[config.mk]
export PLATFORM = sky130hd
export DESIGN_NAME = colmix_axil_fsm
export DESIGN_NICKNAME = d
export VERILOG_FILES = /design/src/rtl/colmix_pkg.sv /design/src/rtl/colmix_axil_fsm.sv
export SDC_FILE = /design/constraint.sdc
export NUM_CORES = 1
export LEC_CHECK = 0
export BUFFER_PORTS_ARGS = -buffer_cell sky130_fd_sc_hd__buf_2
export CORE_ASPECT_RATIO = 0.8
export CORE_MARGIN = 2
export CORE_UTILIZATION = 25
export CTS_BUF_LIST = sky130_fd_sc_hd__clkbuf_4
export DETAILED_ROUTE_END_ITERATION = 10
export MAX_ROUTING_LAYER = met4
export SYNTH_ARGS = -nofsm -noshare
export SYNTH_HDL_FRONTEND = slang
export SYNTH_SLANG_ARGS = --single-unit
[constraint.sdc]
create_clock -name clk -period 3.6 [get_ports clk]
set_input_delay 0.36 -clock clk [delete_from_list [all_inputs] [get_ports clk]]
set_output_delay 0.36 -clock clk [all_outputs]
set_load 0.005 [all_outputs]
[src/rtl/colmix_pkg.sv]
// Shared widths, bus structs, state encodings and AXI register map for the colour mixer
package colmix_pkg;

    localparam int PAL_DEPTH  = 1024;
    localparam int PRIO_DEPTH = 1024;

    typedef logic [7:0]  layer_pix_t;
    typedef logic [9:0]  pal_addr_t;
    typedef logic [9:0]  prio_addr_t;
    typedef logic [15:0] axi_addr_t;
    typedef logic [31:0] axi_data_t;
    typedef logic [3:0]  axi_strb_t;

    // Priority table entry, the layer that wins the pixel
    typedef enum logic [1:0] {BA0, OBJ, BA1, BA2} layer_sel_e;

    typedef enum logic [1:0] {IDLE, WR_RESP, RD_WAIT, RD_RESP} axil_state_e;

    typedef struct packed {
        logic [7:0] red;
        logic [7:0] green;
        logic [7:0] blue;
    } color_t;

    typedef struct packed {
        layer_pix_t ba0;
        layer_pix_t obj;
        layer_pix_t ba1;
        layer_pix_t ba2;
    } layers_t;

    // Same bit layout as the CTRL register, layer_en[0] is BA0
    typedef struct packed {
        logic [3:0] layer_en;
        logic [2:0] prisel;
    } ctrl_t;

    // be[0] blue, be[1] green, be[2] red
    typedef struct packed {
        logic       we;
        pal_addr_t  addr;
        color_t     data;
        logic [2:0] be;
    } pal_wr_t;

    typedef struct packed {
        logic       we;
        prio_addr_t addr;
        layer_sel_e sel;
    } prio_wr_t;

    typedef struct packed {
        logic pxl_cen;
        logic hblank_n;
        logic vblank_n;
    } vid_t;

    localparam ctrl_t CTRL_RESET = '{layer_en: 4'hf, prisel: 3'd0};

    localparam axi_addr_t PAL_BASE  = 16'h0000;
    localparam axi_addr_t PRIO_BASE = 16'h1000;
    localparam axi_addr_t CTRL_ADDR = 16'h2000;

    localparam logic [1:0] RESP_OKAY   = 2'b00;
    localparam logic [1:0] RESP_SLVERR = 2'b10;

endpackage

[src/rtl/colmix_axil_fsm.sv]
// AXI4-Lite slave giving the CPU access to the palette, the priority table and the control register
`timescale 1ns/1ps

module colmix_axil_fsm (
    input  logic                  clk,
    input  logic                  reset,
    input  colmix_pkg::axi_addr_t awaddr,
    input  logic                  awvalid,
    output logic                  awready,
    input  colmix_pkg::axi_data_t wdata,
    input  colmix_pkg::axi_strb_t wstrb,
    input  logic                  wvalid,
    output logic                  wready,
    output logic [1:0]            bresp,
    output logic                  bvalid,
    input  logic                  bready,
    input  colmix_pkg::axi_addr_t araddr,
    input  logic                  arvalid,
    output logic                  arready,
    output colmix_pkg::axi_data_t rdata,
    output logic [1:0]            rresp,
    output logic                  rvalid,
    input  logic                  rready,
    output colmix_pkg::pal_wr_t   pal_wr,
    output colmix_pkg::pal_addr_t pal_rd_addr,
    input  colmix_pkg::color_t    pal_rd_data,
    output colmix_pkg::prio_wr_t  prio_wr,
    output colmix_pkg::ctrl_t     ctrl
);

    localparam logic [1:0] REG_PAL  = 2'd0;
    localparam logic [1:0] REG_PRIO = 2'd1;
    localparam logic [1:0] REG_CTRL = 2'd2;
    localparam logic [1:0] REG_NONE = 2'd3;

    colmix_pkg::axil_state_e state;
    colmix_pkg::axi_addr_t   rd_addr_q;
    logic [1:0]              wr_reg;
    logic [1:0]              rd_reg;
    logic                    wr_fire;
    logic                    rd_fire;
    logic                    wr_ok;

    // Region decode, bits 1:0 are the byte offset and ignored
    function automatic logic [1:0] decode(input colmix_pkg::axi_addr_t a);
        if (a[15:12] == colmix_pkg::PAL_BASE[15:12]) begin
            return REG_PAL;
        end else if (a[15:12] == colmix_pkg::PRIO_BASE[15:12]) begin
            return REG_PRIO;
        end else if (a[15:2] == colmix_pkg::CTRL_ADDR[15:2]) begin
            return REG_CTRL;
        end
        return REG_NONE;
    endfunction

    // Write needs both AW and W, and beats a waiting read
    assign wr_fire = (state == colmix_pkg::IDLE) && awvalid && wvalid;
    assign awready = wr_fire;
    assign wready  = wr_fire;
    assign arready = (state == colmix_pkg::IDLE) && arvalid && !awvalid && !wvalid;
    assign rd_fire = arready && arvalid;

    assign wr_reg = decode(awaddr);
    assign wr_ok  = (wr_reg == REG_PAL) || (wr_reg == REG_PRIO) ||
                    (wr_reg == REG_CTRL && wstrb[0]);

    // RAM strobes sit on the transfer cycle
    always_comb begin
        pal_wr.we    = wr_fire && (wr_reg == REG_PAL);
        pal_wr.addr  = awaddr[11:2];
        pal_wr.data  = '{red: wdata[23:16], green: wdata[15:8], blue: wdata[7:0]};
        pal_wr.be    = wstrb[2:0];
        prio_wr.we   = wr_fire && (wr_reg == REG_PRIO) && wstrb[0];
        prio_wr.addr = awaddr[11:2];
        prio_wr.sel  = colmix_pkg::layer_sel_e'(wdata[1:0]);
    end

    always_ff @(posedge clk) begin
        if (reset) begin
            state <= colmix_pkg::IDLE;
            ctrl  <= colmix_pkg::CTRL_RESET;
        end else begin
            case (state)
                colmix_pkg::IDLE: begin
                    if (wr_fire) begin
                        state <= colmix_pkg::WR_RESP;
                        if (wr_reg == REG_CTRL && wstrb[0]) begin
                            ctrl <= colmix_pkg::ctrl_t'(wdata[6:0]);
                        end
                    end else if (rd_fire) begin
                        state <= colmix_pkg::RD_WAIT;
                    end
                end
                colmix_pkg::WR_RESP: if (bready) state <= colmix_pkg::IDLE;
                // Palette port needs one clock for its registered read
                colmix_pkg::RD_WAIT: state <= colmix_pkg::RD_RESP;
                colmix_pkg::RD_RESP: if (rready) state <= colmix_pkg::IDLE;
                default: state <= colmix_pkg::IDLE;
            endcase
        end
    end

    always_ff @(posedge clk) begin
        if (wr_fire) begin
            bresp <= wr_ok ? colmix_pkg::RESP_OKAY : colmix_pkg::RESP_SLVERR;
        end
        if (rd_fire) begin
            rd_addr_q <= araddr;
        end
    end

    assign bvalid      = (state == colmix_pkg::WR_RESP);
    assign rvalid      = (state == colmix_pkg::RD_RESP);
    assign pal_rd_addr = rd_addr_q[11:2];
    assign rd_reg      = decode(rd_addr_q);

    // Priority table is write-only and reads back as zero
    always_comb begin
        case (rd_reg)
            REG_PAL:  rdata = {8'h00, pal_rd_data};
            REG_CTRL: rdata = {25'd0, ctrl};
            default:  rdata = '0;
        endcase
        rresp = (rd_reg == REG_NONE) ? colmix_pkg::RESP_SLVERR : colmix_pkg::RESP_OKAY;
    end

    a_one_resp: assert property (
        @(posedge clk) disable iff (reset)
        !(bvalid && rvalid)
    );

    // Palette data must hold while the master stalls R
    a_rdata_hold: assert property (
        @(posedge clk) disable iff (reset)
        (rvalid && !rready) |=> $stable(rdata)
    );

endmodule

==> out/qor.yml, run 1 <==
logic_synthesis:
  synth_seq_cells: 24
  synth-edff-count: 15
  synth_cells: 179
  yosysUniqueCellTypes: 33
  netlist_area_sq_um: 1720
  async_flop_share_pct: 0
  ys_dominant_reg_cell: "edfxtp_1"
  synth-seq-area-share_pct: 36.7
  syn_avg_cell_area_sq_um: 9.61
  yosysWarningCount: 0
setup_path:
  crit_start: "rd_addr_q[12]"
  arrival_ns: 2.03
  critPathMaxFanout: 24
  crit_path_end_kind: "primary output"
  path_class: "reg -> out"
  critPathLaunchType: "register"
  r2r_start: "state[0]"
  reg2reg_setup_slack_ns: 1.94
  r2r-end: "rd_addr_q[7]"
  reg2regPathDepth: 1
  endpoint: "rdata[2]"
  crit_required_ns: 3.24
clock_tree:
  clk_latency_ns: 0.31
  ctsResizeCount: 0
  numCtsBuffers: 3
  cts_tree: "built"
  post_cts_buffers: 0
  clk_pin_slew_worst_paths_ns: 0.13
  cts_buffer_depth: 2
  htreeDepth: 1
  root_buffer: "clkbuf_4"
  cts_hold_buffers: 0
  cts.sinks: 24
global_route:
  antenna_found_initial: 0
  grt_pass1_vias: 1283
  grt_usage_pct: 10.6
  grt_pass1_wl_um: 6470
  gr-total-overflow: 0
  grt_max_degree: 25
drt:
  ant_nets: 0
  drt-initial-drc-count: 25
  drt-vias-per-instance: 4.14
  drt_wl_total_um: 4260
  drc_errors: 0
  dr.pass1.iters: 5
  vias: 1448
  drt-wirelength-per-cell_um: 12.2
outcome:
  status: "finished clean"
floorplanning:
  die_area_sq_um: 7560
  core_sq_um: 6760
  die_height_um: 78.2
  num_rows: 27
  io_pins: 208
  fp.dieW_um: 96.7
  start_util_pct: 25.5
finish:
  fin_nets: 363
  drive_gt1_share_pct: 59.3
  multiInputGateArea_sq_um: 572
  instances_no_fill: 350
  synthToLayoutAreaGrowth_pct: 22.8
  nFillCells: 760
  diodes: 0
  seqCellArea_sq_um: 631
timing:
  fin_setup_tns_ns: 0
  min_period_ns: 2.39
  finalSetupViolCount: 0
  report.final.slew_viol_count: 0
  min_period_over_period_pct: 66.3
  slew_headroom_pct: 29.1
  rsz0062_at_grt: "false"
  max_freq_mhz: 419
  tightest_slew_ns: 1.06
  clock_skew_ns: 0.00206
  hold_violations: 0
place:
  gp_congestion: 0.741
  port_buffers: 146
  dp_cells: 346
  place_hpwl_um: 3590
pwr:
  powerDensity_nw_per_um2: 286
  cellLeakagePower_uw: 0.00106
  vdd_ir_drop_max_uv: 176
min_path:
  holdCritPathClass: "in -> reg"
run:
  max_cap_viol_count: 0
-- layout by cell type (no fill, tap or decap), drive strengths merged --
master    n
nor2      4
and4      1
nor3b     2
o21a      4
nor4      5
bufinv    1
nor4b     2
nand4     1
nand2b    1
a22o      8
conb     10
nand3     1
nor2b     3
o22ai     1
or3       3
nand2     2
a221oi    1
edfxtp   15
buf     146
a21oi     4
and2     18
a211o     4
inv       5
clkbuf    3
o21ai     3
a211oi    1
nor3      4
dfxtp     9
or4       1
-- how the worst min path moves through the flow --
stage	startpoint	to	slack [ns]	cells past startpoint
global route	araddr[13]	rd_addr_q[13]	0.19	1
CTS	araddr[7]	rd_addr_q[7]	0.20	1
floorplan	araddr[10]	rd_addr_q[10]	0.46	0
finish	araddr[12]	rd_addr_q[12]	0.21	1
detailed placement	ctrl[1]	ctrl[1]	0.50	2
global placement	ctrl[1]	ctrl[1]	0.49	2
-- critical path, cell delays in order, from the launching register on --
cell	delay, ns
edfxtp_1	0.49
nor4_4	0.85
a22o_1	0.26
buf_2	0.11
-- metrics by stage --
stage / area, sq um / power (uW) / utilization [%] / setup WS (ns) / hold slack, ns
after floorplan: 1750 / 397 / - / 1.63 / 0.459
after global placement: 2060 / 415 / 30.5 / 1.56 / 0.490
after detailed placement: 2060 / 417 / 30.5 / 1.49 / 0.498
after CTS: 2110 / 612 / 31.3 / 1.11 / 0.195
after global routing: 2110 / 630 / 31.3 / 0.948 / 0.191
final: 2110 / 604 / 31.3 / 1.21 / 0.213
-- layout make-up --
cell class	count	area share, %
timing repair buffer	146	34.6
sequential	24	29.8
multi-input combinational	84	27.1
tap	87	5.15
clock inverter	1	1.42
clock buffer	3	1.07
inverter	5	0.888
-- cells by family (layout without fill, tap and decap cells) --
kind of cell           Yosys count  in the layout  synth area share, %
buffers and inverters           80            155                 32.9
and+or+nand+nor                 48             48                 19.1
AOI/OAI and AO/OA               26             26                 11.2
other                            1             10                0.218
DFF                             24             24                 36.7
-- where the power goes --
part,switching [uW],internal [uW],leakage [uW]
Clock,82.1,112,0.0000279
Sequential,7.95,301,0.000209
Combinational,47.0,53.3,0.000826
Total,137,467,0.00106
-- flip-flops by register name, summed over array words and instances (netlist names) --
name,flops
rd_addr_q,14
bresp,1
state,2
ctrl,7
-- Yosys cell counts (2+ instances only) --
library cell	count	area share, %
a211o_1	4	2.0
a21oi_1	4	1.2
a22o_1	8	4.1
and2_1	18	6.5
buf_2	2	0.58
buf_4	70	31
clkbuf_1	2	0.44
dfxtp_1	9	10
edfxtp_1	15	26
inv_1	5	1.1
nand2_1	2	0.44
nor2_1	4	0.87
nor2b_1	3	1.1
nor3_1	4	1.2
nor3b_1	2	0.87
nor4_1	2	0.73
nor4_2	2	1.5
o21a_1	4	1.7
o21ai_0	3	0.87
or3_1	3	1.1
-- metal layers --
layer  share of wire [%]  GRT usage, %  wire length, um  vias up
met5                   0             -                0        -
met4                0.92          3.24               39        0
met3                 7.1          2.32              301        6
met2                  51          17.9             2180       80
met1                  41          12.8             1740      656
li1                    -             -                -      706
Note: power is estimated with default switching activity, not from simulation.
==> run 2: changes to the inputs <==
--- a/config.mk
+++ b/config.mk
@@ -5,6 +5,7 @@
 export SDC_FILE = /design/constraint.sdc
 export NUM_CORES = 1
 export LEC_CHECK = 0
+export ABC_AREA = 1
 export BUFFER_PORTS_ARGS = -buffer_cell sky130_fd_sc_hd__buf_2
 export CORE_ASPECT_RATIO = 0.8
 export CORE_MARGIN = 2
==> constraint.sdc (replaced) <==
create_clock -name clk -period 2.1 [get_ports clk]
set_input_delay 0.21 -clock clk [delete_from_list [all_inputs] [get_ports clk]]
set_output_delay 0.21 -clock clk [all_outputs]
set_load 0.005 [all_outputs]
==> run 2 against run 1 <==
Compared with the run above:
- critical path depth is 3 higher
- power up 89%
- via count up 14%
- register-to-register slack got worse by 1.1 ns
- clock-buffer cell count is the same
- critical endpoint is now rdata[4]
- largest power group unchanged
==> out/qor.yml, run 2 <==
setup_path:
  crit_path_frequent_cell: "nand2_1"
  critPathMaxFanout: 9  # -63%
  crit_slowest_cell: "edfxtp_1"
  crit_path_end_kind: "primary output"
  crit_required_ns: 1.89  # -1.35 ns
  critical_path.max_stage_delay_ns: 0.40  # -0.45 ns
  path_class: "reg -> out"
  crit_path_cell_trace: "inv_2, nand4_1, nor2_4, nand2_1, nand2_1, buf_2"
  arrival_ns: 1.62  # -0.41 ns
  critPathLaunchType: "register"
logic_synthesis:
  ys_dominant_reg_cell: "edfxtp_1"
  synth_seq_cells: 24  # unchanged
  synth-seq-area-share_pct: 34.1  # -2.6 points
  synth_area_leader_cell: "buf_4"
  yosys-top-cells-count: "buf_4, nand2_1, nor2_1"
  yosysUniqueCellTypes: 20  # -39%
  async_flop_share_pct: 0  # unchanged
  netlist_area_sq_um: 1850  # +7.6%
  synth_top_area_share_pct: 28.4  # -2.1 points
  synth_cells: 240  # +34%
  syn_avg_cell_area_sq_um: 7.71  # -20%
  synthMostInstantiatedCell: "buf_4"
  synth-edff-count: 15  # unchanged
  yosysWarningCount: 0  # unchanged
  synth_area_leaders: "buf_4, edfxtp_1, dfxtp_1"
finish:
  largest_reg_flops: 14  # unchanged
  top_register: "rd_addr_q"
  synthToLayoutAreaGrowth_pct: 22.3
  reg_top3: "rd_addr_q x14, ctrl x7, state x2"
  diodes: 0  # unchanged
  fin_nets: 430  # +18%
  final_common_cell: "buf_2"
  drive_gt1_share_pct: 52.1  # -7.2 points
  final_cell_mix: "buf_2, nand2_1, nor2_1"
  nFillCells: 796  # +4.7%
timing:
  min_period_over_period_pct: 87.0
  fin_setup_tns_ns: 0  # unchanged
  max_freq_mhz: 547
  hold_violations: 0  # unchanged
  clock_skew_ns: 0.00836  # +0.00629 ns
  report.final.slew_viol_count: 0  # unchanged
  rsz0062_at_grt: "false"
  finalSetupViolCount: 0  # unchanged
  min_period_ns: 1.83
pwr:
  power.internal_uw: 834  # +79%
  vdd_ir_drop_max_uv: 212  # +21%
  swShare_pct: 26.8  # +4.1 points
  p_total_uw: 1140  # +89%
  clockPowerShare_pct: 30.0  # -2.2 points
  power.switching_uw: 305  # +120%
  cellLeakagePower_uw: 0.00131  # +23%
  powerDensity_nw_per_um2: 503  # +76%
  pwr-share-seq_pct: 47.8  # -3.4 points
  combinationalPowerShare_pct: 22.2  # +5.6 points
min_path:
  holdCritPathClass: "in -> reg"
clock_tree:
  cts.sinks: 24  # unchanged
  numCtsBuffers: 3  # unchanged
  cts_tree: "built"
  clk_latency_ns: 0.32  # about the same
  htreeDepth: 1  # unchanged
  clk_pin_slew_worst_paths_ns: 0.15  # +0.02 ns
  cts_buffer_depth: 2  # unchanged
  post_cts_buffers: 0  # unchanged
  root_buffer: "clkbuf_4"
global_route:
  grt_usage_pct: 10.1  # -0.49 points
  grt_pass1_wl_um: 6320  # -2.2%
  gr-total-overflow: 0  # unchanged
  grt_pass1_vias: 1418  # +11%
  grt_use_met1_pct: 11.3  # -1.5 points
  grtUsageMet2_pct: 18.3  # +0.34 points
  grt-busiest-layer: "met2"
  grt_max_degree: 18  # -28%
  antenna_found_initial: 0  # unchanged
  gr-usage-met3_pct: 2.41  # +0.094 points
floorplanning:
  start_util_pct: 25.4  # -0.068 points
  io_pins: 208  # unchanged
  fp.dieW_um: 100  # +3.6%
  die_height_um: 81.0  # +3.5%
  num_rows: 28  # +3.7%
  die_area_sq_um: 8110  # +7.2%
  core_sq_um: 7290  # +7.9%
place:
  gp_congestion: 0.739  # -0.26%
  place_hpwl_um: 3700  # +3.1%
  port_buffers: 146  # unchanged
drt:
  drc_errors: 0  # unchanged
  drt-vias-per-instance: 3.94  # -4.8%
  dr.pass1.iters: 4  # -1
  drt_wl_total_um: 4390  # +3.1%
  drt-wirelength-per-cell_um: 10.4  # -14%
  drt-initial-drc-count: 36  # +44%
  ant_nets: 0  # unchanged
  vias: 1654  # +14%
outcome:
  status: "finished clean"
run:
  max_cap_viol_count: 0  # unchanged
run 2: final cells by class:
| cell class | count | area [sq um] | share of cell area [%] |
|---|---|---|---|
| tap | 90 | 113 | 4.98 |
| sequential | 24 | 631 | 27.9 |
| clock inverter | 1 | 30.0 | 1.33 |
| multi-input combinational | 124 | 609 | 26.9 |
| clock buffer | 3 | 22.5 | 0.995 |
| inverter | 30 | 113 | 4.98 |
| timing repair buffer | 148 | 746 | 32.9 |
run 2: layer usage:
layer,wire [um],vias up,part of all wire (%)
li1,-,843,-
met1,1750,716,40
met2,2220,93,51
met3,390,2,8.9
met4,32,0,0.73
met5,0,-,0
run 2: timing repair:
action                     4_1_cts  5_1_grt
setup endpoints to repair        0        7
resized for setup                0        1
hold buffers                     0        0
run 2: power by group through the flow:
| stage | combinational [uW] | sequential [uW] | clock (uW) |
|---|---|---|---|
| global route | 288 | 548 | 380 |
| CTS | 256 | 544 | 359 |
| finish | 253 | 544 | 342 |
| floorplan | 211 | 551 | 0 |
| global placement | 250 | 554 | 0 |
| detailed placement | 256 | 554 | 0 |
run 2: critical path, delay by kind of cell (launching register included):
family        cells  cell delay, ns
flops             1            0.40
buf+inv           2            0.29
simple gates      4            0.59
run 2: worst paths after layout:
check / startpoint / end / slack, ns / depth (start not counted)
min reg2reg: ctrl[3] / ctrl[3] / 0.49 / 2
max: rd_addr_q[12] / rdata[4] / 0.27 / 6
min: araddr[9] / rd_addr_q[9] / 0.05 / 1
max reg2reg: state[1] / rd_addr_q[15] / 0.86 / 4
run 2: through the flow:
| step | utilization, % | area (sq um) | cells | worst slack (ns) | hold WS (ns) |
|---|---|---|---|---|---|
| finish | 31.1 | 2260 | 420 | 0.273 | 0.0502 |
| global route | 31.1 | 2260 | 420 | 0.0604 | 0.0157 |
| CTS | 31.0 | 2260 | 420 | 0.103 | 0.0304 |
| detailed placement | 30.3 | 2210 | 416 | 0.489 | 0.388 |
| global placement | 30.3 | 2210 | 416 | 0.533 | 0.387 |
| floorplan | - | 1880 | 249 | 0.552 | 0.279 |
run 2: cell families (layout without fill, tap and decap cells):
family / count (synthesis) / after routing / synth area share, %
buffers and inverters: 101 / 182 / 35.1
and+or+nand+nor: 108 / 108 / 29.0
other: 1 / 10 / 0.203
DFF: 24 / 24 / 34.1
AOI/OAI and AO/OA: 6 / 6 / 1.62
